<file path="config.mk">
export PLATFORM = sky130hd
export DESIGN_NAME = mbox_csr
export DESIGN_NICKNAME = d
export VERILOG_FILES = /design/src/source/soc_pkg.sv /design/src/source/mbox_csr.sv
export VERILOG_INCLUDE_DIRS = /design/src /design/src/source
export SDC_FILE = /design/constraint.sdc
export NUM_CORES = 1
export LEC_CHECK = 0
export ABC_CLOCK_PERIOD_IN_PS = 3000
export BUFFER_PORTS_ARGS = -buffer_cell sky130_fd_sc_hd__buf_2
export CAP_MARGIN = 10
export CORE_MARGIN = 2
export CORE_UTILIZATION = 55
export DETAILED_ROUTE_END_ITERATION = 7
export GPL_ROUTABILITY_DRIVEN = 0
export PLACE_DENSITY = 0.77
export SLEW_MARGIN = 20
export SYNTH_ARGS = -nofsm -noshare
export SYNTH_HDL_FRONTEND = slang
export SYNTH_SLANG_ARGS = --single-unit
</file>
<file path="constraint.sdc">
create_clock -name core_clk_i -period 3 [get_ports core_clk_i]
set_input_delay 0.15 -clock core_clk_i [delete_from_list [all_inputs] [get_ports core_clk_i]]
set_output_delay 0.15 -clock core_clk_i [all_outputs]
set_load 0.01 [all_outputs]
</file>
<file path="src/source/soc_settings.svh">
// Sizes in bytes unless noted; AHB data is fixed at 64 bits and every base is window aligned
`ifndef SOC_SETTINGS_SVH
`define SOC_SETTINGS_SVH

// ----------------------------------------
// Bus widths
// ----------------------------------------
`define AHB_ADDR_WIDTH       32
`define AHB_DATA_WIDTH       64
`define APB_ADDR_WIDTH       32
`define APB_DATA_WIDTH       32

// ----------------------------------------
// Core-side address map
// ----------------------------------------
`define LMEM_BASE_ADDR       32'h0000_0000
`define LMEM_DEPTH           512
`define MBOX_BASE_ADDR       32'h3000_0000
`define MBOX_WINDOW          32'h0000_1000

// Mailbox layout with buffer depth in 32-bit words
`define MBOX_DEPTH           16
`define MBOX_DATA_OFFSET     32'h0000_0100
`define APB_FUSE_DONE_OFFSET 32'h0000_0000
`define APB_DOORBELL_OFFSET  32'h0000_0004
`define APB_STATUS_OFFSET    32'h0000_0008

// Clock edges from fuse-done to core reset release
`define UC_RST_DELAY         4

`endif

</file>
<file path="src/source/soc_pkg.sv">
// Bus vector widths follow soc_settings.svh; only the four basic AHB transfer types are modeled
`include "soc_settings.svh"

package soc_pkg;

    // ----------------------------------------
    // Bus vectors
    // ----------------------------------------
    typedef logic [`AHB_ADDR_WIDTH-1:0] ahb_addr_t;
    typedef logic [`AHB_DATA_WIDTH-1:0] ahb_data_t;
    typedef logic [`APB_ADDR_WIDTH-1:0] apb_addr_t;
    typedef logic [`APB_DATA_WIDTH-1:0] apb_data_t;

    // AHB HTRANS encoding
    typedef enum logic [1:0] {
        IDLE   = 2'b00,
        BUSY   = 2'b01,
        NONSEQ = 2'b10,
        SEQ    = 2'b11
    } htrans_e;

    // Core reset release sequence
    typedef enum logic [1:0] {
        BOOT_WAIT_FUSE,
        BOOT_RELEASE,
        BOOT_DONE
    } boot_state_e;

    // Slave picked by the address decoder
    typedef enum logic [1:0] {
        SLV_LMEM,
        SLV_MBOX,
        SLV_NONE
    } ahb_slave_e;

endpackage

</file>
<file path="src/source/mbox_csr.sv">
// Zero-wait APB and AHB sides; the AHB offset is taken from low address bits so the base must be aligned
`timescale 1ns/1ps
`include "soc_settings.svh"

module mbox_csr (
    input  logic               core_clk_i,
    input  logic               arst_n_i,
    input  logic               uc_rst_n_i,
    // APB from the SoC
    input  soc_pkg::apb_addr_t paddr_i,
    input  logic               psel_i,
    input  logic               penable_i,
    input  logic               pwrite_i,
    input  soc_pkg::apb_data_t pwdata_i,
    output logic               pready_o,
    output soc_pkg::apb_data_t prdata_o,
    output logic               pslverr_o,
    // AHB from the core
    input  logic               hsel_i,
    input  soc_pkg::ahb_addr_t haddr_i,
    input  soc_pkg::htrans_e   htrans_i,
    input  logic               hwrite_i,
    input  soc_pkg::ahb_data_t hwdata_i,
    output soc_pkg::ahb_data_t hrdata_o,
    output logic               hreadyout_o,
    output logic               hresp_o,
    // To the boot sequencer
    output logic               fuse_done_o
);
    import soc_pkg::*;

    localparam int               IDX_W     = $clog2(`MBOX_DEPTH);
    localparam int               OFF_W     = $clog2(`MBOX_WINDOW);
    localparam apb_addr_t        APB_BUF_B = apb_addr_t'(`MBOX_DEPTH * 4);
    localparam logic [OFF_W-1:0] AHB_BUF_B = OFF_W'(`MBOX_DEPTH * 4);
    localparam logic [OFF_W-1:0] AHB_BUF_0 = OFF_W'(`MBOX_DATA_OFFSET);

    apb_data_t        mbox_buf [`MBOX_DEPTH];
    logic             doorbell_q;

    apb_addr_t        apb_off;
    logic [IDX_W-1:0] apb_idx;
    logic             apb_buf_hit;
    logic             apb_hit;
    logic             apb_wr;
    logic             apb_db_set;

    logic             aphase;
    logic             dvld_q;
    logic             dwrite_q;
    logic [OFF_W-1:0] doff_q;
    logic [OFF_W-1:0] ahb_off;
    logic [IDX_W-2:0] ahb_pair;
    logic             ahb_buf_hit;
    logic             ahb_db_hit;
    logic             ahb_db_clr;
    logic             ahb_buf_wr;

    // ----------------------------------------
    // APB side
    // ----------------------------------------
    assign apb_off     = paddr_i - `MBOX_DATA_OFFSET;
    assign apb_idx     = apb_off[2 +: IDX_W];
    assign apb_buf_hit = (apb_off < APB_BUF_B) && (paddr_i[1:0] == 2'b00);

    always_comb
    begin
        prdata_o = '0;
        apb_hit  = 1'b1;
        if (apb_buf_hit)
            prdata_o = mbox_buf[apb_idx];
        else if (paddr_i == `APB_STATUS_OFFSET)
            prdata_o = {{(`APB_DATA_WIDTH-2){1'b0}}, doorbell_q, uc_rst_n_i};
        else if (paddr_i == `APB_DOORBELL_OFFSET)
            prdata_o = {{(`APB_DATA_WIDTH-1){1'b0}}, doorbell_q};
        else if (paddr_i != `APB_FUSE_DONE_OFFSET)
            apb_hit = 1'b0;
    end

    assign pready_o    = 1'b1;
    assign pslverr_o   = psel_i && penable_i && !apb_hit;
    assign apb_wr      = psel_i && penable_i && pwrite_i && apb_hit;
    assign apb_db_set  = apb_wr && (paddr_i == `APB_DOORBELL_OFFSET);
    // Seen by the boot FSM at the edge closing the access phase
    assign fuse_done_o = apb_wr && (paddr_i == `APB_FUSE_DONE_OFFSET) && pwdata_i[0];

    // ----------------------------------------
    // AHB side
    // ----------------------------------------
    assign aphase = hsel_i && ((htrans_i == NONSEQ) || (htrans_i == SEQ));

    always_ff @(posedge core_clk_i or negedge uc_rst_n_i)
    begin
        if (!uc_rst_n_i)
        begin
            dvld_q   <= 1'b0;
            dwrite_q <= 1'b0;
            doff_q   <= '0;
        end
        else
        begin
            dvld_q   <= aphase;
            dwrite_q <= hwrite_i;
            doff_q   <= haddr_i[OFF_W-1:0];
        end
    end

    assign ahb_off     = doff_q - AHB_BUF_0;
    assign ahb_pair    = ahb_off[3 +: IDX_W-1];
    assign ahb_buf_hit = (ahb_off < AHB_BUF_B) && (doff_q[2:0] == 3'b000);
    assign ahb_db_hit  = (doff_q == '0);
    assign ahb_db_clr  = dvld_q && dwrite_q && ahb_db_hit;
    assign ahb_buf_wr  = dvld_q && dwrite_q && ahb_buf_hit;

    // Lower buffer word in bits 31:0
    always_comb
    begin
        hrdata_o = '0;
        if (dvld_q && !dwrite_q)
        begin
            if (ahb_db_hit)
                hrdata_o = {{(`AHB_DATA_WIDTH-1){1'b0}}, doorbell_q};
            else if (ahb_buf_hit)
                hrdata_o = {mbox_buf[{ahb_pair, 1'b1}], mbox_buf[{ahb_pair, 1'b0}]};
        end
    end

    assign hreadyout_o = 1'b1;
    assign hresp_o     = 1'b0;

    // ----------------------------------------
    // Storage
    // ----------------------------------------
    // Core clear wins over a same-cycle SoC set
    always_ff @(posedge core_clk_i or negedge arst_n_i)
    begin
        if (!arst_n_i)
            doorbell_q <= 1'b0;
        else if (ahb_db_clr)
            doorbell_q <= 1'b0;
        else if (apb_db_set)
            doorbell_q <= 1'b1;
    end

    // Core may post a reply pair; it lands after the SoC write
    always_ff @(posedge core_clk_i)
    begin
        if (apb_wr && apb_buf_hit)
            mbox_buf[apb_idx] <= pwdata_i;
        if (ahb_buf_wr)
        begin
            mbox_buf[{ahb_pair, 1'b0}] <= hwdata_i[31:0];
            mbox_buf[{ahb_pair, 1'b1}] <= hwdata_i[63:32];
        end
    end

endmodule

</file>
==> results.yml <==
clock_tree:
  number_of_levels_the_h_tree_was_split_into: 2
  clk_pin_slew_worst_paths_ns: 0.06
  worstSkewPairLatency_ns: 0.63
  cts_max_path_buffers: 3
  clock_tree.root_cell: "sky130_fd_sc_hd__clkbuf_16"
  tritoncts.num_buffers: 55
  clock_sink_count: 527
  clock_tree_from_tritoncts: "done"
global_route:
  largest_net_degree_at_the_start_of_global_routing: 67
  globalRoute.totalOverflow: 0
  grtUsageTotal: 0.336
  first_pass_grt_wire_length_um: 141000
  grt_antenna_before_repair: 12
  first_global_vias: 22531
detailed_routing:
  wl_met2_um: 46900
  average_via_count_per_standard_cell: 6.94
  drc: 0
  dr.max_layer_used: "met5"
  met3_length_um: 11400
  routed_wl_um: 96000
  wirelength_met1_um: 33400
  drt_iter0_markers: 2747
  vias: 21671
  drt_first_pass_iters: 6
  drt.antenna.violating_nets: 0
  detail_route.wl_per_cell_um: 30.7
timing:
  count_of_pins_over_their_slew_limit: 0
  final.period_utilization: 1.05
  crit_path_setup_slack_layout_ns: -0.153
  fmaxAchievable_mhz: 317
  slew-limit-headroom: 0.439
  grt_setup_unrepaired: "yes"
  final-setup-viol-count: 54
  clock_skew_ns: 0.0248
  worstMarginPinSlew_ns: 0.842
  timing_hold_violations_final: 0
  timing.final.crit_period_ns: 3.15
cells_and_area:
  final_layout_size_suffix_gt1_frac: 0.346
  fin_cells: 3124
  final_util: 0.675
  num-fill-cells: 3645
  num-nets-final: 2538
  area_growth_syn_to_layout_pct: 21.6
yosys:
  synth.area.mux_share: 0.234
  yosys.area_share.simple: 0.0826
  synth.largest_area_cell: "sky130_fd_sc_hd__edfxtp_1"
  fraction_of_the_yosys_area_taken_by_sequential_cells: 0.517
  synth_largest_type_area_fraction: 0.505
  synth.ff_latch_count: 527
  synthDistinctLibCells: 44
  synth-compound-area-share: 0.133
  synth.top_cells.by_area: "sky130_fd_sc_hd__edfxtp_1 (50%), sky130_fd_sc_hd__mux4_2 (21%), sky130_fd_sc_hd__a21o_1 (13%)"
  post_synth.cell_area_avg_um2: 14.6
  synth_top_family_by_area: "multiplexers"
  adder_cell_area_share_of_the_yosys_netlist: 0
  syn-instance-count: 2090
  synthXorXnorAreaFrac: 0
  syn_area_um2: 30500
  synth-warning-count: 0
power_and_ir_drop:
  max-vdd-ir-drop_v: 0.000514
  cellPowerDensity_nw_per_um2: 449
  cellLeakagePower_nw: 15.4
min_path:
  worstHoldStart: "pwdata_i[31]"
  worst_hold_path_type: "in -> reg"
setup_path:
  cp-startpoint: "doff_q[0]$_DFF_PN0_"
  r2r_start: "doff_q[0]$_DFF_PN0_"
  crit_path_end_kind: "output port"
  cp-start-kind: "flop"
  timing.critical_path.fanout_max: 8
  timing_worst_setup_path_type: "reg -> out"
  arrival_ns: 3.00
  data_required_time_of_the_critical_path_ns: 2.85
die:
  floorplan.rows: 86
  io-pin-count: 271
  floorplan.initialDensity: 0.555
  fp.dieW_um: 239
  die_height_um: 239
  design.die.area_um2: 57300
  design.core.area_um2: 54900
job:
  maxCapViolations: 0
placement:
  port_buffers: 246
  dp_worst_setup_slack_ns: 0.0447
  dpl.cell_count: 2905
  dp.final_hpwl_um: 58600
status:
  violations: "negative setup slack"
  outcome: "finished with violations"
-- cells in the final DEF (no fill, tap or decap), drive strengths merged, types with 4 or more instances in the layout --
cell type      n
mux2i         66
o31ai          4
dfrtp         15
clkbuf        71
nor3           5
a21o         512
nor2          77
dlygate4sd3   83
nand3          6
mux4         286
clkinv        31
or4            5
edfxtp       512
nor2b        292
diode          5
nand2         13
nor4           4
o41ai         13
and4           4
bufinv         5
nor4b          4
buf          368
inv            4
-- metal layers --
| metal | vias to the layer above | global-route usage |
|---|---|---|
| li1 | 8802 | - |
| met1 | 10994 | 0.435 |
| met2 | 1557 | 0.556 |
| met3 | 304 | 0.0671 |
| met4 | 14 | 0.145 |
| met5 | - | 0 |
-- power breakdown --
| part | switching [W] | internal (W) | leakage [nW] |
|---|---|---|---|
| sequential | 0.0000164 | 0.00808 | 4.78 |
| combinational | 0.000858 | 0.000888 | 9.80 |
| clock | 0.00294 | 0.00383 | 0.861 |
-- per-stage QoR --
step                      area, um2  setup TNS [ns]  hold slack [ns]  power, W
after CTS                     36600           -8.67           0.0298    0.0166
after detailed placement      33400               0          -0.0547   0.00985
final                         37000           -4.37           0.0503    0.0166
after global routing          37000           -7.56           0.0651    0.0170
after floorplan               30800          -93.66           -0.146   0.00941
after global placement        33400               0          -0.0506   0.00979
-- sequential cells by signal, indices dropped and copies added (netlist names) --
name / flops
doorbell_q: 1
doff_q: 12
dwrite_q: 1
mbox_buf: 512
dvld_q: 1
-- synthesized netlist by cell type, drive strengths merged --
library cell / instances
and2: 1
clkbuf: 69
o41ai: 13
nand2b: 3
nor2b: 292
and4: 4
a31oi: 2
or3: 3
mux2i: 66
buf: 168
a31o: 1
and4b: 1
inv: 3
or2: 2
nor3b: 1
dfrtp: 15
nor4: 4
nand3: 6
or3b: 2
and3: 2
o21ai: 3
or4: 5
nand2: 13
a22o: 1
nor4b: 4
a21oi: 3
o31ai: 4
nor2: 77
mux4: 286
conb: 2
nor3: 5
edfxtp: 512
mux2: 3
a21o: 512
nand4: 2
-- area by class of cell --
| class | count | area, um2 | area share |
|---|---|---|---|
| clock buffers | 65 | 1440 | 0.0388 |
| inverters | 3 | 11.3 | 0.000304 |
| diodes | 5 | 12.5 | 0.000338 |
| repair buffers | 457 | 4180 | 0.113 |
| multi-input cells | 1324 | 14400 | 0.390 |
| clock inverters | 39 | 319 | 0.00862 |
| flip-flops and latches | 527 | 15800 | 0.426 |
| well taps | 704 | 881 | 0.0238 |
-- critical path: stages (launching register included) --
cell and delay, ns:
sky130_fd_sc_hd__dfrtp_1 0.36, sky130_fd_sc_hd__or4_4 0.55, sky130_fd_sc_hd__or3_4 0.38, sky130_fd_sc_hd__or3b_4 0.43, sky130_fd_sc_hd__buf_12 0.17, sky130_fd_sc_hd__buf_16 0.16, sky130_fd_sc_hd__nor2_4 0.18, sky130_fd_sc_hd__buf_6 0.13
-- what timing repair did --
item,CTS,global route
gates cloned,4,5
gates resized for setup,109,51
setup buffers,11,8
endpoints found under the setup margin,65,211
endpoints found under the hold margin,541,0
hold buffers,83,0
pin swaps,28,27
-- final timing paths --
| path | endpoint | slack, ns | cells past startpoint |
|---|---|---|---|
| min in group asynchronous | doorbell_q$_DFFE_PN0P_ | 0.40 | 3 |
| hold reg to reg | doorbell_q$_DFFE_PN0P_ | 0.55 | 1 |
| max in group asynchronous | doff_q[4]$_DFF_PN0_ | 1.86 | 3 |
| hold / removal | mbox_buf[6][31]$_DFFE_PP_ | 0.05 | 3 |
| setup / recovery | hrdata_o[49] | -0.15 | 7 |
| setup reg to reg | mbox_buf[3][6]$_DFFE_PP_ | 0.03 | 9 |
-- cell families after synthesis --
| group | count (synthesis) |
|---|---|
| AOI/OAI and AO/OA | 539 |
| DFF | 527 |
| and+or+nand+nor | 427 |
| muxes | 355 |
| buffers and inverters | 240 |
| other | 2 |
Note: power is estimated with default switching activity, not from simulation.
