==> src/source/soc_settings.svh <==
// Sizes in bytes unless noted; AHB data is fixed at 64 bits and every base is window aligned
`ifndef SOC_SETTINGS_SVH
`define SOC_SETTINGS_SVH

// ----------------------------------------
// Bus widths
// ----------------------------------------
`define AHB_ADDR_WIDTH       32
`define AHB_DATA_WIDTH       64
`define APB_ADDR_WIDTH       32
`define APB_DATA_WIDTH       32

// ----------------------------------------
// Core-side address map
// ----------------------------------------
`define LMEM_BASE_ADDR       32'h0000_0000
`define LMEM_DEPTH           512
`define MBOX_BASE_ADDR       32'h3000_0000
`define MBOX_WINDOW          32'h0000_1000

// Mailbox layout with buffer depth in 32-bit words
`define MBOX_DEPTH           16
`define MBOX_DATA_OFFSET     32'h0000_0100
`define APB_FUSE_DONE_OFFSET 32'h0000_0000
`define APB_DOORBELL_OFFSET  32'h0000_0004
`define APB_STATUS_OFFSET    32'h0000_0008

// Clock edges from fuse-done to core reset release
`define UC_RST_DELAY         4

`endif

==> src/source/soc_pkg.sv <==
// Bus vector widths follow soc_settings.svh; only the four basic AHB transfer types are modeled
`include "soc_settings.svh"

package soc_pkg;

    // ----------------------------------------
    // Bus vectors
    // ----------------------------------------
    typedef logic [`AHB_ADDR_WIDTH-1:0] ahb_addr_t;
    typedef logic [`AHB_DATA_WIDTH-1:0] ahb_data_t;
    typedef logic [`APB_ADDR_WIDTH-1:0] apb_addr_t;
    typedef logic [`APB_DATA_WIDTH-1:0] apb_data_t;

    // AHB HTRANS encoding
    typedef enum logic [1:0] {
        IDLE   = 2'b00,
        BUSY   = 2'b01,
        NONSEQ = 2'b10,
        SEQ    = 2'b11
    } htrans_e;

    // Core reset release sequence
    typedef enum logic [1:0] {
        BOOT_WAIT_FUSE,
        BOOT_RELEASE,
        BOOT_DONE
    } boot_state_e;

    // Slave picked by the address decoder
    typedef enum logic [1:0] {
        SLV_LMEM,
        SLV_MBOX,
        SLV_NONE
    } ahb_slave_e;

endpackage

==> src/source/mbox_boot_fsm.sv <==
// Core reset is released exactly UC_RST_DELAY edges after fuse-done and held until the next arst
`timescale 1ns/1ps
`include "soc_settings.svh"

module mbox_boot_fsm (
    input  logic core_clk_i,
    input  logic arst_n_i,
    input  logic fuse_done_i,
    output logic uc_rst_n_o
);
    import soc_pkg::*;

    localparam int               CNT_W    = $clog2(`UC_RST_DELAY + 1);
    localparam logic [CNT_W-1:0] CNT_LAST = CNT_W'(`UC_RST_DELAY - 1);

    boot_state_e      state_q;
    logic [CNT_W-1:0] cnt_q;

    // Reset output comes straight from a flop
    always_ff @(posedge core_clk_i or negedge arst_n_i)
    begin
        if (!arst_n_i)
        begin
            state_q    <= BOOT_WAIT_FUSE;
            cnt_q      <= '0;
            uc_rst_n_o <= 1'b0;
        end
        else
        begin
            case (state_q)
                BOOT_WAIT_FUSE:
                begin
                    cnt_q <= '0;
                    if (fuse_done_i)
                        state_q <= BOOT_RELEASE;
                end
                BOOT_RELEASE:
                begin
                    if (cnt_q == CNT_LAST)
                    begin
                        state_q    <= BOOT_DONE;
                        uc_rst_n_o <= 1'b1;
                    end
                    else
                        cnt_q <= cnt_q + 1'b1;
                end
                // Further fuse-done pulses are ignored here
                BOOT_DONE:
                    uc_rst_n_o <= 1'b1;
                default:
                    state_q <= BOOT_WAIT_FUSE;
            endcase
        end
    end

endmodule

==> config.mk <==
export PLATFORM = sky130hd
export DESIGN_NAME = mbox_boot_fsm
export DESIGN_NICKNAME = d
export VERILOG_FILES = /design/src/source/soc_pkg.sv /design/src/source/mbox_boot_fsm.sv
export VERILOG_INCLUDE_DIRS = /design/src /design/src/source
export SDC_FILE = /design/constraint.sdc
export NUM_CORES = 1
export LEC_CHECK = 0
export BUFFER_PORTS_ARGS = -buffer_cell sky130_fd_sc_hd__buf_4
export CAP_MARGIN = 20
export CORE_AREA = 5 5 42 44
export DETAILED_ROUTE_END_ITERATION = 7
export DIE_AREA = 0 0 47 49
export PLACE_DENSITY_LB_ADDON = 0.1
export REMOVE_ABC_BUFFERS = 1
export SLEW_MARGIN = 20
export SYNTH_ARGS = -nofsm -noshare
export SYNTH_HDL_FRONTEND = slang
export SYNTH_SLANG_ARGS = --single-unit
==> constraint.sdc <==
create_clock -name core_clk_i -period 1.46 [get_ports core_clk_i]
set_input_delay 0.365 -clock core_clk_i [delete_from_list [all_inputs] [get_ports core_clk_i]]
set_output_delay 0.365 -clock core_clk_i [all_outputs]
set_load 0.005 [all_outputs]
==> results of run 1 <==
## final timing paths
path	startpoint	slack [ns]	endpoint
max in group asynchronous	arst_n_i	0.87	state_q[0]$_DFFE_PN0P_
max	cnt_q[1]$_DFFE_PN0P_	0.06	cnt_q[0]$_DFFE_PN0P_
max reg2reg	cnt_q[1]$_DFFE_PN0P_	0.06	cnt_q[0]$_DFFE_PN0P_
min reg2reg	uc_rst_n_o$_DFFE_PN0P_	0.47	uc_rst_n_o$_DFFE_PN0P_
min	fuse_done_i	0.40	state_q[0]$_DFFE_PN0P_
min in group asynchronous	arst_n_i	0.46	cnt_q[1]$_DFFE_PN0P_
## cells by family (layout without fill, tap and decap cells)
group	count (synthesis)	count (layout)
simple gates	12	12
flops	6	6
compound gates	5	5
fa+ha+maj	3	3
buf+inv	3	10
## synth_stat cells
| library cell | count |
|---|---|
| or4b_1 | 1 |
| a21o_2 | 1 |
| nor3b_1 | 1 |
| dfrtp_1 | 6 |
| nand3_1 | 3 |
| ha_1 | 3 |
| o211ai_1 | 1 |
| and3_1 | 1 |
| nand2b_1 | 2 |
| or3_1 | 1 |
| a21oi_1 | 1 |
| a221o_2 | 1 |
| buf_6 | 1 |
| a211o_2 | 1 |
| inv_1 | 2 |
| and3b_2 | 1 |
| nand2_1 | 2 |
## routing by layer
layer / global-route usage (%) / routed length (µm) / vias to the layer above
met1: 8.48 / 328 / 107
met4: 6.91 / 0 / 0
met3: 2.21 / 22 / 0
met2: 7.24 / 277 / 2
li1: - / - / 118
met5: 0 / 0 / -
## timing repair
| action | 4_1_cts | 5_1_grt |
|---|---|---|
| setup buffers | 0 | 0 |
| gates resized for setup | 1 | 2 |
| hold endpoints to repair | 6 | 0 |
| hold buffers | 1 | 0 |
| endpoints found under the setup margin | 2 | 2 |
## stage by stage
| stage | setup slack [ns] | hold slack [ns] | total power, mW | area, µm² | setup TNS, ns |
|---|---|---|---|---|---|
| after floorplan | 0.0500 | 0.0694 | 0.170 | 313 | 0 |
| after global placement | 0.00426 | 0.179 | 0.177 | 363 | 0 |
| after detailed placement | -0.0138 | 0.178 | 0.177 | 363 | -0.0138 |
| after CTS | 0.0132 | 0.388 | 0.348 | 398 | 0 |
| after global routing | 0.0133 | 0.404 | 0.348 | 410 | 0 |
| final | 0.0572 | 0.398 | 0.335 | 410 | 0 |
## worst min-delay path: cells and delay by family
family                 cells  cell delay (ns)
AO/OA/AOI/OAI              1             0.06
AND/OR/NAND/NOR            1             0.06
buffers and inverters      1             0.11
## sequential cells by signal, summed over array words and instances, names as in the netlist
name        cells
cnt_q           3
state_q         2
uc_rst_n_o      1
## power by group through the flow
stage | combinational [mW] | clock, mW | sequential (mW)
finish | 0.00980 | 0.158 | 0.167
global route | 0.0114 | 0.170 | 0.167
CTS | 0.0103 | 0.172 | 0.167
detailed placement | 0.00805 | 0 | 0.169
global placement | 0.00801 | 0 | 0.169
floorplan | 0.000624 | 0 | 0.169
## layout make-up
| class | instances | share of cell area [%] |
|---|---|---|
| clock buffers | 3 | 5.49 |
| inverters | 2 | 1.83 |
| multi-input cells | 20 | 41.5 |
| flip-flops and latches | 6 | 36.6 |
| well taps | 16 | 4.88 |
| repair buffers | 5 | 9.76 |
## placed cells by master (no fill, tap or decap)
cell / n
a21o_2: 1
a211o_2: 1
a21oi_1: 1
o211ai_1: 1
or4b_1: 1
ha_1: 1
and3b_2: 1
dfrtp_1: 6
dlygate4sd3_1: 1
nor3b_1: 1
nand3_1: 3
inv_1: 2
and3_1: 1
buf_4: 4
or3_1: 1
clkbuf_4: 3
ha_2: 1
nand2_1: 2
nand2b_1: 2
a221o_2: 1
ha_4: 1
==> metrics.yaml, run 1 <==
status:
  status: "completed"
setup_path:
  slowest_delay_ns: 0.47
  cpMaxStageDelayCell: "or4b_1"
  crit_path_end_kind: "flip-flop"
  critPathKind: "reg2reg"
  start_kind: "flip-flop"
  path_delay_family: "simple AND/OR/NAND/NOR gates"
  path_max_fanout: 6
  path_buf_inv: 0
  r2r_cells: 4
  worstPathArrival_ns: 1.59
  path_cells: "ha_2, ha_4, or4b_1, nand3_1"
  worstSetupPathDepth: 4
  critPathRequiredTime_ns: 1.65
cts:
  cts-root-buf: "clkbuf_4"
  cts_sinks: 6
  clk_pin_slew_worst_paths_ns: 0.05
  clk_latency_ns: 0.25
  cts_max_level: 1
  clock_path_buffers: 2
  numCtsBuffers: 3
  cts_tree: "done"
pwr:
  p_switching_uw: 69.2
  p_seq_share_pct: 49.8
  p_comb_share_pct: 2.9
  clockPowerShare_pct: 47.3
  switching_share_pct: 20.7
  cellPowerDensity_nw_per_um2: 816
  peakVddDrop_v: 0.000358
  intPower_uw: 266
  power_leakage_nw: 0.159
floorplan:
  dieArea_um2: 2300
  coreArea_um2: 1400
  die_h_um: 49
  start_util_pct: 23.1
  ios: 4
  die_width_um: 47
  rows: 14
logic_synthesis:
  synth_top_family_by_area: "simple AND/OR/NAND/NOR gates"
  synth_cells: 29
  synth.top_cell.area_share_pct: 46.3
  synth_compound_area_share_pct: 13.1
  yosysWarnings: 0
  synthAdderAreaFrac_pct: 11.6
  ys_seq_area_share_pct: 46.3
  synth_cell_types: 17
  syn_area_per_cell_um2: 11.2
  yosys-top-cells-area: "dfrtp_1 46%, ha_1 12%, nand3_1 4.6%"
  synth.mux.area_fraction_pct: 0
  syn_area_um2: 324
  synth_seq_cells: 6
  synth_xor_xnor_area_share_pct: 0
  synthSimpleGateAreaFrac_pct: 23.2
  yosysTopAreaCell: "dfrtp_1"
detailed_routing:
  drt-initial-drc-count: 7
  drc: 0
  drtAntennaViolNets: 0
  post_drt_wl_per_cell_um: 12.1
  finalWirelength_um: 628
  routed_via_density: 4.37
  drt_first_pass_iters: 4
  via_count: 227
timing:
  slew_headroom_pct: 80.4
  finalSetupViolations: 0
  worst_slew_pin_slew_ns: 0.294
  hold_viol: 0
  fin_crit_ns: 1.40
  slew_viol_final: 0
  fmax_mhz: 713
  finClkSkew_ns: 0.0122
  period_share_pct: 96.1
  rsz0062_at_grt: "no"
global_routing:
  track_usage_pct: 6.44
  antenna_found_initial: 0
  grt_overflow_total: 0
  grt_max_degree: 11
  grt_pass1_vias: 241
  grt_pass1_wl_um: 1000
hold_path:
  worst_hold_path_type: "in2reg"
  min_path_cells: 3
finish:
  num-fill-cells: 155
  multi_input_comb_area_um2: 170
  final-seq-area_um2: 150
  areaGrowthSynthToFinish_pct: 26.6
  finalNetCount: 44
  drive_gt1_share_pct: 36.1
  antenna_cells: 0
  finalNonFillerCells: 52
  utilization_pct: 29.3
placement:
  place_inst: 48
  hpwlAfterDp_um: 453
  gp_congestion: 0.704
  portBuffers: 3
flow_run:
  max-cap-violations: 0
Power figures use the tool's default switching activity.
==> inputs of run 2 (changes only) <==
- ABC_AREA: default -> 1
==> run 2 against run 1 <==
Net effect:
- wire length fell by 14%
- clock-buffer cell count unchanged
- global-route usage shrank 0.51 points
- cell area decreased by 9.8%
- die area is the same
- critical path type unchanged
- critical endpoint is now cnt_q[1]$_DFFE_PN0P_
- highest routed layer is now met4
==> metrics.yaml, run 2 <==
finish:
  final_cell_area_um2: 370
  antenna_cells: 0
  num-fill-cells: 172
  final_cell_mix: "9 x nand2_1, 6 x inv_1, 6 x nand3_1, 6 x dfrtp_1"
  reg_top3: "cnt_q: 3 flops, state_q: 2 flops, uc_rst_n_o: 1 flops"
  largest_reg_flops: 3
  areaGrowthSynthToFinish_pct: 25.4
  finalNonFillerCells: 57
  regMostFlops: "cnt_q"
  finalNetCount: 49
  drive_gt1_share_pct: 19.5
  final_common_cell: "nand2_1"
  utilization_pct: 26.4
cts:
  cts-root-buf: "clkbuf_4"
  cts_sinks: 6
  ctsResizeCount: 0
  clk_pin_slew_worst_paths_ns: 0.04
  cts_max_level: 1
  cts_tree: "done"
  clock_path_buffers: 2
  numCtsBuffers: 3
  ctsHoldBuffers: 1
  clk_latency_ns: 0.23
  post_cts.repair.setup_buffers: 0
global_routing:
  grt_use_met3_pct: 3.32
  grt_use_met1_pct: 5.97
  grt_pass1_vias: 259
  global_route.usage.met2_pct: 8.82
  antenna_found_initial: 0
  busiest_layer: "met2"
  grt_overflow_total: 0
  grt_pass1_wl_um: 952
  track_usage_pct: 5.93
  grt_max_degree: 8
floorplan:
  die_h_um: 49
  dieArea_um2: 2300
  coreArea_um2: 1400
  start_util_pct: 21.1
  die_width_um: 47
  ios: 4
  rows: 14
detailed_routing:
  post_drt_wl_per_cell_um: 9.51
  drc: 0
  drt_first_pass_iters: 2
  drtAntennaViolNets: 0
  drt-initial-drc-count: 2
  finalWirelength_um: 542
  routed_via_density: 4.16
  via_count: 237
logic_synthesis:
  synth-edff-count: 0
  yosysWarnings: 0
  yosysTopAreaCell: "dfrtp_1"
  ys_seq_area_share_pct: 50.8
  async_flop_share_pct: 100
  syn_area_per_cell_um2: 8.68
  synth_cell_types: 8
  syn_area_um2: 295
  yosys-top-cells-area: "dfrtp_1 51%, ha_1 13%, nand2_1 11%"
  synth_top_flop_cell: "dfrtp_1"
  synth.top_cell.area_share_pct: 50.8
  synth_seq_cells: 6
  synth_common_cells: "9 x nand2_1, 6 x dfrtp_1, 6 x inv_1, 6 x nand3_1, 3 x ha_1"
  synth.most_common_cell: "nand2_1"
  synth_cells: 34
placement:
  hpwlAfterDp_um: 457
  pre_cts_ws_ns: 0.223
  gp_congestion: 0.713
  placedInstanceArea_um2: 338
  place_inst: 53
  portBuffers: 3
timing:
  finalSetupViolations: 0
  slew_headroom_pct: 84.8
  slew_viol_final: 0
  setup_slack_ns: 0.227
  rsz0062_at_grt: "no"
  fmax_mhz: 811
  finClkSkew_ns: 0.00227
  fin_crit_ns: 1.23
  period_share_pct: 84.5
  setup-tns-final_ns: 0
  worst_slew_pin_slew_ns: 0.228
  hold_viol: 0
  fin_hold_ws_ns: 0.389
pwr:
  p_total_uw: 321
  peakVddDrop_v: 0.000201
  cellPowerDensity_nw_per_um2: 866
  power_leakage_nw: 0.182
setup_path:
  r2r_end: "cnt_q[1]$_DFFE_PN0P_"
  worstPathArrival_ns: 1.40
  r2r_slack_ns: 0.23
  path_max_fanout: 3
  critPathRequiredTime_ns: 1.63
  critPathKind: "reg2reg"
  start_kind: "flip-flop"
  r2r_cells: 5
  crit_path_end_kind: "flip-flop"
  r2r_start: "cnt_q[0]$_DFFE_PN0P_"
hold_path:
  worst_hold_path_type: "in2reg"
  worstHoldStart: "fuse_done_i"
  min_path_cells: 3
  worst_hold_path.endpoint: "state_q[0]$_DFFE_PN0P_"
status:
  status: "completed"
flow_run:
  max-cap-violations: 0
[run 2: report_power, final]
| part | switching [mW] | leakage (nW) | internal (mW) | total (mW) |
|---|---|---|---|---|
| registers | 0 | 0.0629 | 0.167 | 0.167 |
| clock network | 0.0520 | 0.0138 | 0.0925 | 0.144 |
| logic | 0.00399 | 0.105 | 0.00519 | 0.00917 |
| total | 0.0560 | 0.182 | 0.265 | 0.321 |
[run 2: worst max path at each step]
stage	start	to	slack (ns)	depth (start not counted)
floorplan	cnt_q[0]$_DFFE_PN0P_	cnt_q[0]$_DFFE_PN0P_	0.35	5
global placement	cnt_q[0]$_DFFE_PN0P_	cnt_q[0]$_DFFE_PN0P_	0.25	5
detailed placement	cnt_q[0]$_DFFE_PN0P_	cnt_q[1]$_DFFE_PN0P_	0.22	5
CTS	cnt_q[0]$_DFFE_PN0P_	cnt_q[1]$_DFFE_PN0P_	0.22	5
global route	cnt_q[0]$_DFFE_PN0P_	cnt_q[0]$_DFFE_PN0P_	0.13	5
finish	cnt_q[0]$_DFFE_PN0P_	cnt_q[1]$_DFFE_PN0P_	0.23	5
[run 2: cell type report]
cell class / instances / area (µm²) / area share (%)
inverter: 6 / 22.5 / 6.08
tap: 16 / 20.0 / 5.41
multi-input combinational: 22 / 123 / 33.1
clock buffer: 3 / 22.5 / 6.08
sequential: 6 / 150 / 40.5
timing repair buffer: 4 / 32.5 / 8.78
[run 2: per-layer routing]
metal,vias up,share of wire (%)
li1,120,-
met1,111,46
met2,4,45
met4,0,1.1
met5,-,0
met3,2,7.6
[run 2: cell families (layout without fill, tap and decap cells)]
kind of cell / count (synthesis) / after routing / share of synthesized area (%)
adder cells (fa/ha/maj): 3 / 3 / 12.7
flip-flops: 6 / 6 / 50.8
AND/OR/NAND/NOR: 18 / 18 / 27.1
AO/OA/AOI/OAI: 1 / 1 / 1.69
buffers and inverters: 6 / 13 / 7.63
[run 2: worst max-delay path, stage by stage, from the launching register on]
cell	delay (ns)
dfrtp_1	0.39
ha_1	0.23
ha_1	0.21
nor2_1	0.16
nand3_1	0.10
nand2_1	0.07
