File: config.mk
export PLATFORM = sky130hd
export DESIGN_NAME = ahb_node
export DESIGN_NICKNAME = d
export VERILOG_FILES = /design/src/source/soc_pkg.sv /design/src/source/ahb_node.sv
export VERILOG_INCLUDE_DIRS = /design/src /design/src/source
export SDC_FILE = /design/constraint.sdc
export NUM_CORES = 1
export LEC_CHECK = 0
export CORE_AREA = 2 2 91 93
export DETAILED_ROUTE_END_ITERATION = 12
export DIE_AREA = 0 0 93 95
export DONT_BUFFER_PORTS = 1
export HOLD_SLACK_MARGIN = 0.12
export PLACE_DENSITY = 0.34
export SLEW_MARGIN = 20
export SYNTH_ARGS = -nofsm -noshare
export SYNTH_HDL_FRONTEND = slang
export SYNTH_SLANG_ARGS = --single-unit
export TNS_END_PERCENT = 20
File: constraint.sdc
create_clock -name core_clk_i -period 3.6 [get_ports core_clk_i]
set_clock_uncertainty 0.05 [all_clocks]
set_input_delay 0.72 -clock core_clk_i [delete_from_list [all_inputs] [get_ports core_clk_i]]
set_output_delay 0.72 -clock core_clk_i [all_outputs]
set_load 0.02 [all_outputs]
File: src/source/soc_settings.svh
// Sizes in bytes unless noted; AHB data is fixed at 64 bits and every base is window aligned
`ifndef SOC_SETTINGS_SVH
`define SOC_SETTINGS_SVH

// ----------------------------------------
// Bus widths
// ----------------------------------------
`define AHB_ADDR_WIDTH       32
`define AHB_DATA_WIDTH       64
`define APB_ADDR_WIDTH       32
`define APB_DATA_WIDTH       32

// ----------------------------------------
// Core-side address map
// ----------------------------------------
`define LMEM_BASE_ADDR       32'h0000_0000
`define LMEM_DEPTH           512
`define MBOX_BASE_ADDR       32'h3000_0000
`define MBOX_WINDOW          32'h0000_1000

// Mailbox layout with buffer depth in 32-bit words
`define MBOX_DEPTH           16
`define MBOX_DATA_OFFSET     32'h0000_0100
`define APB_FUSE_DONE_OFFSET 32'h0000_0000
`define APB_DOORBELL_OFFSET  32'h0000_0004
`define APB_STATUS_OFFSET    32'h0000_0008

// Clock edges from fuse-done to core reset release
`define UC_RST_DELAY         4

`endif

File: src/source/soc_pkg.sv
// Bus vector widths follow soc_settings.svh; only the four basic AHB transfer types are modeled
`include "soc_settings.svh"

package soc_pkg;

    // ----------------------------------------
    // Bus vectors
    // ----------------------------------------
    typedef logic [`AHB_ADDR_WIDTH-1:0] ahb_addr_t;
    typedef logic [`AHB_DATA_WIDTH-1:0] ahb_data_t;
    typedef logic [`APB_ADDR_WIDTH-1:0] apb_addr_t;
    typedef logic [`APB_DATA_WIDTH-1:0] apb_data_t;

    // AHB HTRANS encoding
    typedef enum logic [1:0] {
        IDLE   = 2'b00,
        BUSY   = 2'b01,
        NONSEQ = 2'b10,
        SEQ    = 2'b11
    } htrans_e;

    // Core reset release sequence
    typedef enum logic [1:0] {
        BOOT_WAIT_FUSE,
        BOOT_RELEASE,
        BOOT_DONE
    } boot_state_e;

    // Slave picked by the address decoder
    typedef enum logic [1:0] {
        SLV_LMEM,
        SLV_MBOX,
        SLV_NONE
    } ahb_slave_e;

endpackage

File: src/source/ahb_node.sv
// Single master, two slaves; slave selects are masked while a wait state holds the master
`timescale 1ns/1ps
`include "soc_settings.svh"

module ahb_node (
    input  logic               core_clk_i,
    input  logic               arst_n_i,
    input  soc_pkg::ahb_addr_t haddr_i,
    input  soc_pkg::htrans_e   htrans_i,
    output logic               lmem_hsel_o,
    output logic               mbox_hsel_o,
    input  soc_pkg::ahb_data_t lmem_hrdata_i,
    input  soc_pkg::ahb_data_t mbox_hrdata_i,
    input  logic               lmem_hreadyout_i,
    input  logic               mbox_hreadyout_i,
    input  logic               lmem_hresp_i,
    input  logic               mbox_hresp_i,
    output soc_pkg::ahb_data_t hrdata_o,
    output logic               hready_o,
    output logic               hresp_o
);
    import soc_pkg::*;

    localparam ahb_addr_t LMEM_BYTES = ahb_addr_t'(`LMEM_DEPTH * (`AHB_DATA_WIDTH / 8));
    localparam ahb_addr_t MBOX_BYTES = ahb_addr_t'(`MBOX_WINDOW);

    ahb_slave_e addr_sel;
    ahb_slave_e dsel_q;
    logic       trans_vld;
    logic       err_first_q;
    logic       err_second_q;

    // ----------------------------------------
    // Address phase decode
    // ----------------------------------------
    assign trans_vld = (htrans_i == NONSEQ) || (htrans_i == SEQ);

    // Unsigned wrap makes one compare cover both window bounds
    always_comb
    begin
        if ((haddr_i - `LMEM_BASE_ADDR) < LMEM_BYTES)
            addr_sel = SLV_LMEM;
        else if ((haddr_i - `MBOX_BASE_ADDR) < MBOX_BYTES)
            addr_sel = SLV_MBOX;
        else
            addr_sel = SLV_NONE;
    end

    assign lmem_hsel_o = hready_o && (addr_sel == SLV_LMEM);
    assign mbox_hsel_o = hready_o && (addr_sel == SLV_MBOX);

    // ----------------------------------------
    // Data phase tracking
    // ----------------------------------------
    always_ff @(posedge core_clk_i or negedge arst_n_i)
    begin
        if (!arst_n_i)
        begin
            dsel_q       <= SLV_NONE;
            err_first_q  <= 1'b0;
            err_second_q <= 1'b0;
        end
        else
        begin
            // Second error cycle always follows the first
            err_second_q <= err_first_q;
            err_first_q  <= hready_o && trans_vld && (addr_sel == SLV_NONE);
            if (hready_o)
                dsel_q <= trans_vld ? addr_sel : SLV_NONE;
        end
    end

    // Response steering back to the master
    always_comb
    begin
        case (dsel_q)
            SLV_LMEM:
            begin
                hrdata_o = lmem_hrdata_i;
                hready_o = lmem_hreadyout_i;
                hresp_o  = lmem_hresp_i;
            end
            SLV_MBOX:
            begin
                hrdata_o = mbox_hrdata_i;
                hready_o = mbox_hreadyout_i;
                hresp_o  = mbox_hresp_i;
            end
            default:
            begin
                // Idle data phase or the built-in error slave
                hrdata_o = '0;
                hready_o = !err_first_q;
                hresp_o  = err_first_q || err_second_q;
            end
        endcase
    end

endmodule

==> metrics.yaml, run 1 <==
run_status:
  status: "finished, final reports clean"
synthesis:
  synthCells: 180
  ys_ff_latch: 4
  syn_area_um2: 1280
  yosysWarnings: 0
  postSynthAreaPerCell_um2: 7.13
  synth_nets: 348
  yosysSeqAreaShare_pct: 7.89
  synthDistinctLibCells: 28
die:
  pin_count: 236
  start_util_pct: 16.2
  die_w_um: 93
  rows: 33
  die_h_um: 95
  dieArea_um2: 8840
  core_region_area_um2: 7930
global_routing:
  antenna_found_initial: 0
  grt-ovfl-total: 0
  grt_max_degree: 50
  grt_pass1_vias: 1029
  grt_usage_pct: 6.97
  grt_pass1_wl_mm: 4.95
setup_path:
  worst-path-buf-inv: 1
  crit_chain: "buf_4 > mux2i_1 > nor2_1"
  worst_path_max_delay_cell: "dfrtp_4"
  r2r-end: "dsel_q[0]$_DFFE_PN0P_"
  crit_family: "flip-flops"
  critPathLaunchType: "flip-flop"
  worstPathArrival_ns: 2.07
  rr_startpoint: "dsel_q[0]$_DFFE_PN0P_"
  reg2reg_depth: 5
  reg2reg_slack_ns: 1.72
  cp-end-kind: "output pin"
  crit_path_max_incr_delay_ns: 0.90
  cp_max_fo: 49
  crit_type: "reg2out"
  required_ns: 2.83
cts:
  cts_hold_buffers: 0
  clock_tree.buffer_depth: 2
  clk_pin_slew_worst_paths_ns: 0.03
  insertion_delay_ns: 0.22
  clock_sinks: 4
  cts.repair.resized: 0
  cts_tree: "yes"
  postCtsSetupBuffers: 0
  cts_max_level: 1
  numCtsBuffers: 3
  root_buffer: "clkbuf_8"
worst_hold_path:
  hold_class: "in2async"
placed_design:
  place_ws_ns: 0.940
  port_buffers: 0
  place_area_um2: 1350
  finalWeightedCongestion: 0.670
  dp_hpwl_mm: 3.29
  placed_cells: 272
timing:
  rsz0062_at_grt: "no"
  clock.fmax_ghz: 0.353
  fin_hold_ws_ns: 0.150
  finalCriticalPeriod_ns: 2.84
  final_max_slew_viol_count: 0
  finalCritPeriodShare_pct: 78.8
  setup_viol: 0
  hold_viol_final: 0
  worst_slew_pin_slew_ns: 0.766
  fin_tns_setup_ns: 0
  setup_slack_ns: 0.764
  max-slew-margin-rel_pct: 49.0
drt:
  dr.pass1.iters: 4
  vias_per_cell: 4.53
  drcViolationCount: 0
  routed_wl_mm: 4.02
  drtIter0Drc: 21
  vias: 1249
  drtAntennaViolNets: 0
  routedWlPerCell_um: 14.6
pwr:
  p_per_area_nw_per_um2: 134
  p_leak_uw: 0.000338
  irDropWorstVdd_uv: 115
finish:
  finalInstanceArea_um2: 1390
  fin_nets: 340
  nFillCells: 891
  fin_cells: 276
  syn2layout_area_growth_pct: 8.58
  diodes: 0
  drive_above_1_share_pct: 8.19
run:
  max-cap-violations: 0
==> state kept, by name (all words and copies together) (netlist names) <==
name          count
dsel_q            2
err_first_q       1
err_second_q      1
==> per-stage QoR <==
step / utilization [%] / power (µW)
4_1_cts: 17.6 / 190
3_3_place_gp: 17.0 / 87.1
5_1_grt: 17.6 / 200
2_1_floorplan: - / 82.3
3_5_place_dp: 17.0 / 87.6
6_report: 17.6 / 186
==> power by group <==
| group | total (µW) | internal [µW] | switching, µW | leakage [µW] |
|---|---|---|---|---|
| Sequential | 47.8 | 46.9 | 0.972 | 0.0000475 |
| Combinational | 38.7 | 19.8 | 18.9 | 0.000267 |
| Clock | 99.7 | 75.7 | 24.0 | 0.0000228 |
==> how the worst max path moves through the flow <==
stage	start	end	slack [ns]	cells after the start
2_1_floorplan	haddr_i[21]	lmem_hsel_o	1.07	4
6_report	dsel_q[0]$_DFFE_PN0P_	hrdata_o[61]	0.76	3
4_1_cts	dsel_q[0]$_DFFE_PN0P_	hrdata_o[61]	0.70	3
3_5_place_dp	dsel_q[0]$_DFFE_PN0P_	hrdata_o[61]	0.94	3
3_3_place_gp	dsel_q[0]$_DFFE_PN0P_	hrdata_o[61]	0.95	3
5_1_grt	dsel_q[0]$_DFFE_PN0P_	hrdata_o[61]	0.58	3
==> cell type report <==
cell class	instances	area, µm²	share of cell area, %
inverter	1	3.75	0.269
timing repair buffer	3	22.5	1.62
tap	105	131	9.43
multi-input combinational	159	1090	77.9
sequential	4	105	7.54
clock buffer	4	45.0	3.23
==> synth_stat cells <==
cell type	count	area, µm²
a211oi_1	2	15.0
a21oi_1	2	10.0
and2_4	1	8.76
and3b_1	1	8.76
buf_1	2	7.51
buf_2	5	25.0
buf_4	5	37.5
buf_6	1	11.3
clkbuf_1	3	11.3
dfrtp_1	3	75.1
dfstp_2	1	26.3
inv_2	1	3.75
mux2i_1	64	641
nand2_1	5	18.8
nand3_1	1	5.00
nand3b_1	1	7.51
nand4_1	1	6.26
nor2_1	67	251
nor2b_1	1	6.26
nor2b_2	1	8.76
nor3_1	2	10.0
nor3_2	1	10.0
nor4_1	4	25.0
nor4_2	1	12.5
o21ai_1	1	5.00
o31ai_4	1	21.3
or2_1	1	6.26
xnor2_1	1	8.76
==> logic make-up after synthesis <==
logic type	Yosys count	share of synthesized area, %
xor+xnor	1	0.682
mux	64	49.9
compound gates	6	4.00
buf+inv	17	7.50
simple gates	88	30.0
flops	4	7.89
==> cells in the final DEF (no fill, tap or decap), types with 2 or more instances in the layout <==
master / instances
mux2i_1: 64
nand2_1: 5
nor4_1: 4
clkbuf_8: 3
nor3_1: 2
dfrtp_1: 2
nor2_1: 67
a211oi_1: 2
a21oi_1: 2
buf_4: 3
==> per-layer routing <==
layer / GRT usage [%] / share of wire, %
met1: 8.60 / 38
met3: 1.52 / 11
met4: 1.10 / 0
met5: 0 / 0
met2: 12.6 / 50
No activity file was read; power rests on OpenSTA's default activity.
==> inputs of run 2 (changes only) <==
--- a/config.mk
+++ b/config.mk
@@ -11,7 +11,7 @@
 export DIE_AREA = 0 0 93 95
 export DONT_BUFFER_PORTS = 1
 export HOLD_SLACK_MARGIN = 0.12
-export PLACE_DENSITY = 0.34
+export PLACE_DENSITY = 0.35
 export SLEW_MARGIN = 20
 export SYNTH_ARGS = -nofsm -noshare
 export SYNTH_HDL_FRONTEND = slang
==> constraint.sdc (replaced) <==
create_clock -name core_clk_i -period 2.6 [get_ports core_clk_i]
set_clock_uncertainty 0.05 [all_clocks]
set_input_delay 0.52 -clock core_clk_i [delete_from_list [all_inputs] [get_ports core_clk_i]]
set_output_delay 0.52 -clock core_clk_i [all_outputs]
set_load 0.02 [all_outputs]
==> metrics.yaml, run 2 (synthesized netlist as in run 1, its figures left out) <==
finish:
  top_register: "dsel_q"
  seqCellArea_um2: 105
  syn2layout_area_growth_pct: 12.7
  diodes: 0
  mostFrequentLayoutCells: "nor2_1, mux2i_1, buf_4"
  finalInstanceArea_um2: 1450
  multi_input_area_um2: 1090
  drive_above_1_share_pct: 10.2
  reg_top3: "dsel_q: 2 flops, err_first_q: 1 flops, err_second_q: 1 flops"
  layout_commonest_cell: "nor2_1"
  largest_reg_flops: 2
  nFillCells: 914
  final_util_pct: 18.2
  fin_nets: 345
timing:
  worst_slew_pin_slew_ns: 0.501
  finalCritPeriodShare_pct: 86.5
  setup_viol: 0
  clock.fmax_ghz: 0.445
  finalCriticalPeriod_ns: 2.25
  hold_viol_final: 0
  max-slew-margin-rel_pct: 66.6
  fin_tns_setup_ns: 0
  rsz0062_at_grt: "no"
  fin_hold_ws_ns: 0.369
  final_max_slew_viol_count: 0
worst_hold_path:
  hold_class: "reg2reg"
drt:
  drtIter0Drc: 40
  dr.pass1.iters: 4
  routedWlPerCell_um: 13.9
  drtAntennaViolNets: 0
  vias: 1270
  drcViolationCount: 0
  routed_wl_mm: 3.90
  vias_per_cell: 4.52
cts:
  clk_pin_slew_worst_paths_ns: 0.03
  cts_max_level: 1
  cts.repair.resized: 0
  clock_tree.buffer_depth: 2
  numCtsBuffers: 3
  clock_sinks: 4
  cts_tree: "yes"
  insertion_delay_ns: 0.22
  root_buffer: "clkbuf_8"
  cts_hold_buffers: 1
  postCtsSetupBuffers: 0
global_routing:
  grt_max_degree: 39
  grt_pass1_vias: 976
  grt-ovfl-total: 0
  grt_pass1_wl_mm: 4.62
  antenna_found_initial: 0
  grt_usage_pct: 6.53
placed_design:
  dp_hpwl_mm: 3.17
  place_area_um2: 1390
  finalWeightedCongestion: 0.730
  port_buffers: 0
die:
  core_region_area_um2: 7930
  die_h_um: 95
  pin_count: 236
  start_util_pct: 16.2
  rows: 33
  die_w_um: 93
  dieArea_um2: 8840
setup_path:
  worstPathArrival_ns: 1.68
  crit_type: "reg2out"
  worst-path-buf-inv: 1
  crit_path_max_incr_delay_ns: 0.84
  cp_max_fo: 31
  crit_chain: "buf_4 > nor2_1"
  crit_family: "flip-flops"
  required_ns: 2.03
  worst_path_max_delay_cell: "dfstp_2"
  critPathLaunchType: "flip-flop"
  cp-end-kind: "output pin"
run_status:
  status: "finished, final reports clean"
pwr:
  irDropWorstVdd_uv: 128
  p_leak_uw: 0.000364
  p_per_area_nw_per_um2: 181
run:
  max-cap-violations: 0
## run 2: final timing paths
kind,startpoint,endpoint,slack (ns),cells after the start
setup / recovery,dsel_q[1]$_DFFE_PN1P_,hrdata_o[33],0.35,2
hold / removal,err_first_q$_DFF_PN0_,err_second_q$_DFF_PN0_,0.37,0
setup reg to reg,dsel_q[1]$_DFFE_PN1P_,dsel_q[1]$_DFFE_PN1P_,0.78,4
hold reg to reg,err_first_q$_DFF_PN0_,err_second_q$_DFF_PN0_,0.37,0
max in group asynchronous,arst_n_i,dsel_q[1]$_DFFE_PN1P_,1.74,1
min in group asynchronous,arst_n_i,dsel_q[0]$_DFFE_PN0P_,0.52,1
## run 2: metrics by stage
stage	instances	setup WS, ns	total power, µW
5_1_grt	281	0.211	281
3_3_place_gp	276	0.448	122
2_1_floorplan	180	0.470	114
3_5_place_dp	276	0.432	123
6_report	281	0.352	261
4_1_cts	281	0.318	267
## run 2: cell type report
cell class                      count  area share, %
Multi-Input combinational cell    159           75.1
Clock buffer                        4           3.11
Sequential cell                     4           7.27
Tap cell                          105           9.08
Timing Repair Buffer                8           5.19
Inverter                            1          0.260
## run 2: worst register-to-register path: stages, from the launching register on
cell	delay (ns)
dfstp_2	0.84
buf_4	0.41
nand3b_1	0.16
nor3_1	0.05
a211oi_1	0.21
## run 2: routing by layer
metal,vias up,track usage [%],routed length [µm]
met4,0,1.84,17
li1,606,-,-
met1,562,8.66,1620
met5,-,0,0
met2,100,11.1,1890
met3,2,0.878,375
## run 2: report_power, final
part | internal, µW | switching [µW] | total [µW] | leakage [µW]
sequential | 64.9 | 1.29 | 66.2 | 0.0000475
clock | 105 | 33.1 | 138 | 0.0000228
combinational | 30.2 | 27.0 | 57.3 | 0.000294
==> inputs of run 3 (changes only) <==
--- a/config.mk
+++ b/config.mk
@@ -6,12 +6,12 @@
 export SDC_FILE = /design/constraint.sdc
 export NUM_CORES = 1
 export LEC_CHECK = 0
-export CORE_AREA = 2 2 91 93
+export CORE_AREA = 2 2 92 94
 export DETAILED_ROUTE_END_ITERATION = 12
-export DIE_AREA = 0 0 93 95
+export DIE_AREA = 0 0 94 96
 export DONT_BUFFER_PORTS = 1
 export HOLD_SLACK_MARGIN = 0.12
-export PLACE_DENSITY = 0.35
+export PLACE_DENSITY = 0.34
 export SLEW_MARGIN = 20
 export SYNTH_ARGS = -nofsm -noshare
 export SYNTH_HDL_FRONTEND = slang
==> constraint.sdc (replaced) <==
create_clock -name core_clk_i -period 2.3 [get_ports core_clk_i]
set_clock_uncertainty 0.05 [all_clocks]
set_input_delay 0.46 -clock core_clk_i [delete_from_list [all_inputs] [get_ports core_clk_i]]
set_output_delay 0.46 -clock core_clk_i [all_outputs]
set_load 0.02 [all_outputs]
==> metrics.yaml, run 3 (synthesized netlist as in run 1, its figures left out) <==
run_status:
  status: "finished, final reports clean"
finish:
  syn2layout_area_growth_pct: 12.7
  diodes: 0
  reg_top3: "dsel_q: 2 flops, err_first_q: 1 flops, err_second_q: 1 flops"
  fin_nets: 345
  seqCellArea_um2: 105
  multi_input_area_um2: 1090
  top_register: "dsel_q"
  layout_commonest_cell: "nor2_1"
  largest_reg_flops: 2
  mostFrequentLayoutCells: "nor2_1, mux2i_1, buf_4"
  drive_above_1_share_pct: 10.2
  nFillCells: 913
  fin_cells: 281
die:
  die_w_um: 94
  die_h_um: 96
  core_region_area_um2: 8050
  start_util_pct: 15.9
  pin_count: 236
  dieArea_um2: 9020
  rows: 33
cts:
  root_buffer: "clkbuf_8"
  insertion_delay_ns: 0.22
  cts_tree: "yes"
  clock_tree.buffer_depth: 2
  clock_sinks: 4
  cts_max_level: 1
  numCtsBuffers: 3
  clk_pin_slew_worst_paths_ns: 0.04
worst_hold_path:
  hold_class: "in2reg"
  hold_depth: 2
  whs_endpoint: "err_first_q$_DFF_PN0_"
  worstHoldStart: "htrans_i[1]"
global_routing:
  antenna_found_initial: 0
  grt-ovfl-total: 0
  grt_max_degree: 44
  grt_pass1_wl_mm: 4.77
  grt_usage_pct: 6.50
  grt_pass1_vias: 1039
drt:
  routed_wl_mm: 3.88
  drtAntennaViolNets: 0
  vias: 1290
  vias_per_cell: 4.59
  dr.pass1.iters: 4
  drcViolationCount: 0
  routedWlPerCell_um: 13.8
  drtIter0Drc: 23
setup_path:
  r2r-end: "dsel_q[0]$_DFFE_PN0P_"
  required_ns: 1.79
  crit_type: "reg2out"
  cp_max_fo: 24
  cp-end-kind: "output pin"
  critPathLaunchType: "flip-flop"
  reg2reg_slack_ns: 0.79
  rr_startpoint: "dsel_q[0]$_DFFE_PN0P_"
  reg2reg_depth: 5
  worstPathArrival_ns: 1.51
timing:
  final_max_slew_viol_count: 0
  max-slew-margin-rel_pct: 72.6
  clock.fmax_ghz: 0.495
  fin_hold_ws_ns: 0.311
  finalCriticalPeriod_ns: 2.02
  finalCritPeriodShare_pct: 87.8
  worst_slew_pin_slew_ns: 0.410
  setup_viol: 0
  rsz0062_at_grt: "no"
  hold_viol_final: 0
  fin_tns_setup_ns: 0
pwr:
  power_uw: 296
  irDropWorstVdd_uv: 172
  p_per_area_nw_per_um2: 205
  p_leak_uw: 0.000366
placed_design:
  placed_cells: 276
  port_buffers: 0
  finalWeightedCongestion: 0.718
  dp_hpwl_mm: 3.32
run:
  max-cap-violations: 0
[run 3: cell counts in the layout (fill, tap and decap cells not counted)]
Identical to the previous run, type by type.
[run 3: metal layers]
layer / up-vias / track usage [%] / part of all wire [%]
li1: 608 / - / -
met3: 0 / 0.940 / 8.8
met1: 585 / 7.62 / 38
met5: - / 0 / 0
met4: 0 / 1.45 / 0
met2: 97 / 12.4 / 53
[run 3: where the power goes]
part	leakage (µW)	total (µW)	switching, µW	internal [µW]
Sequential	0.0000475	75.0	1.67	73.3
Combinational	0.000295	65.0	30.8	34.2
Clock	0.0000228	156	37.4	118
Total	0.000366	296	69.8	226
[run 3: worst max-delay path by stage]
stage	cells after the start	slack (ns)	start	to
after floorplan	4	0.29	haddr_i[21]	lmem_hsel_o
after global placement	5	0.30	haddr_i[25]	mbox_hsel_o
after detailed placement	5	0.30	haddr_i[17]	mbox_hsel_o
after CTS	3	0.26	dsel_q[0]$_DFFE_PN0P_	hrdata_o[16]
after global routing	3	0.18	dsel_q[0]$_DFFE_PN0P_	hrdata_o[10]
final	3	0.28	dsel_q[0]$_DFFE_PN0P_	hrdata_o[16]
[run 3: through the flow]
stage / instance area (µm²) / utilization [%] / worst slack [ns]
6_report: 1450 / 18.0 / 0.281
5_1_grt: 1450 / 18.0 / 0.176
3_3_place_gp: 1390 / 17.3 / 0.297
4_1_cts: 1450 / 18.0 / 0.263
2_1_floorplan: 1280 / - / 0.290
3_5_place_dp: 1390 / 17.3 / 0.296
[run 3: what timing repair did]
item                                   4_1_cts  5_1_grt
hold buffers                                 1        0
gates resized for setup                      0        0
endpoints found under the hold margin        4        0
buffers inserted                             0        0
[run 3: final cells by class]
type	instances	share of cell area (%)
Sequential cell	4	7.27
Timing Repair Buffer	8	5.19
Tap cell	105	9.08
Multi-Input combinational cell	159	75.1
Clock buffer	4	3.11
Inverter	1	0.260
[run 3: worst max-delay path, stage by stage (launching register included)]
cell     delay [ns]
dfrtp_4        0.44
buf_4          0.36
mux2i_1        0.13
nor2_1         0.33
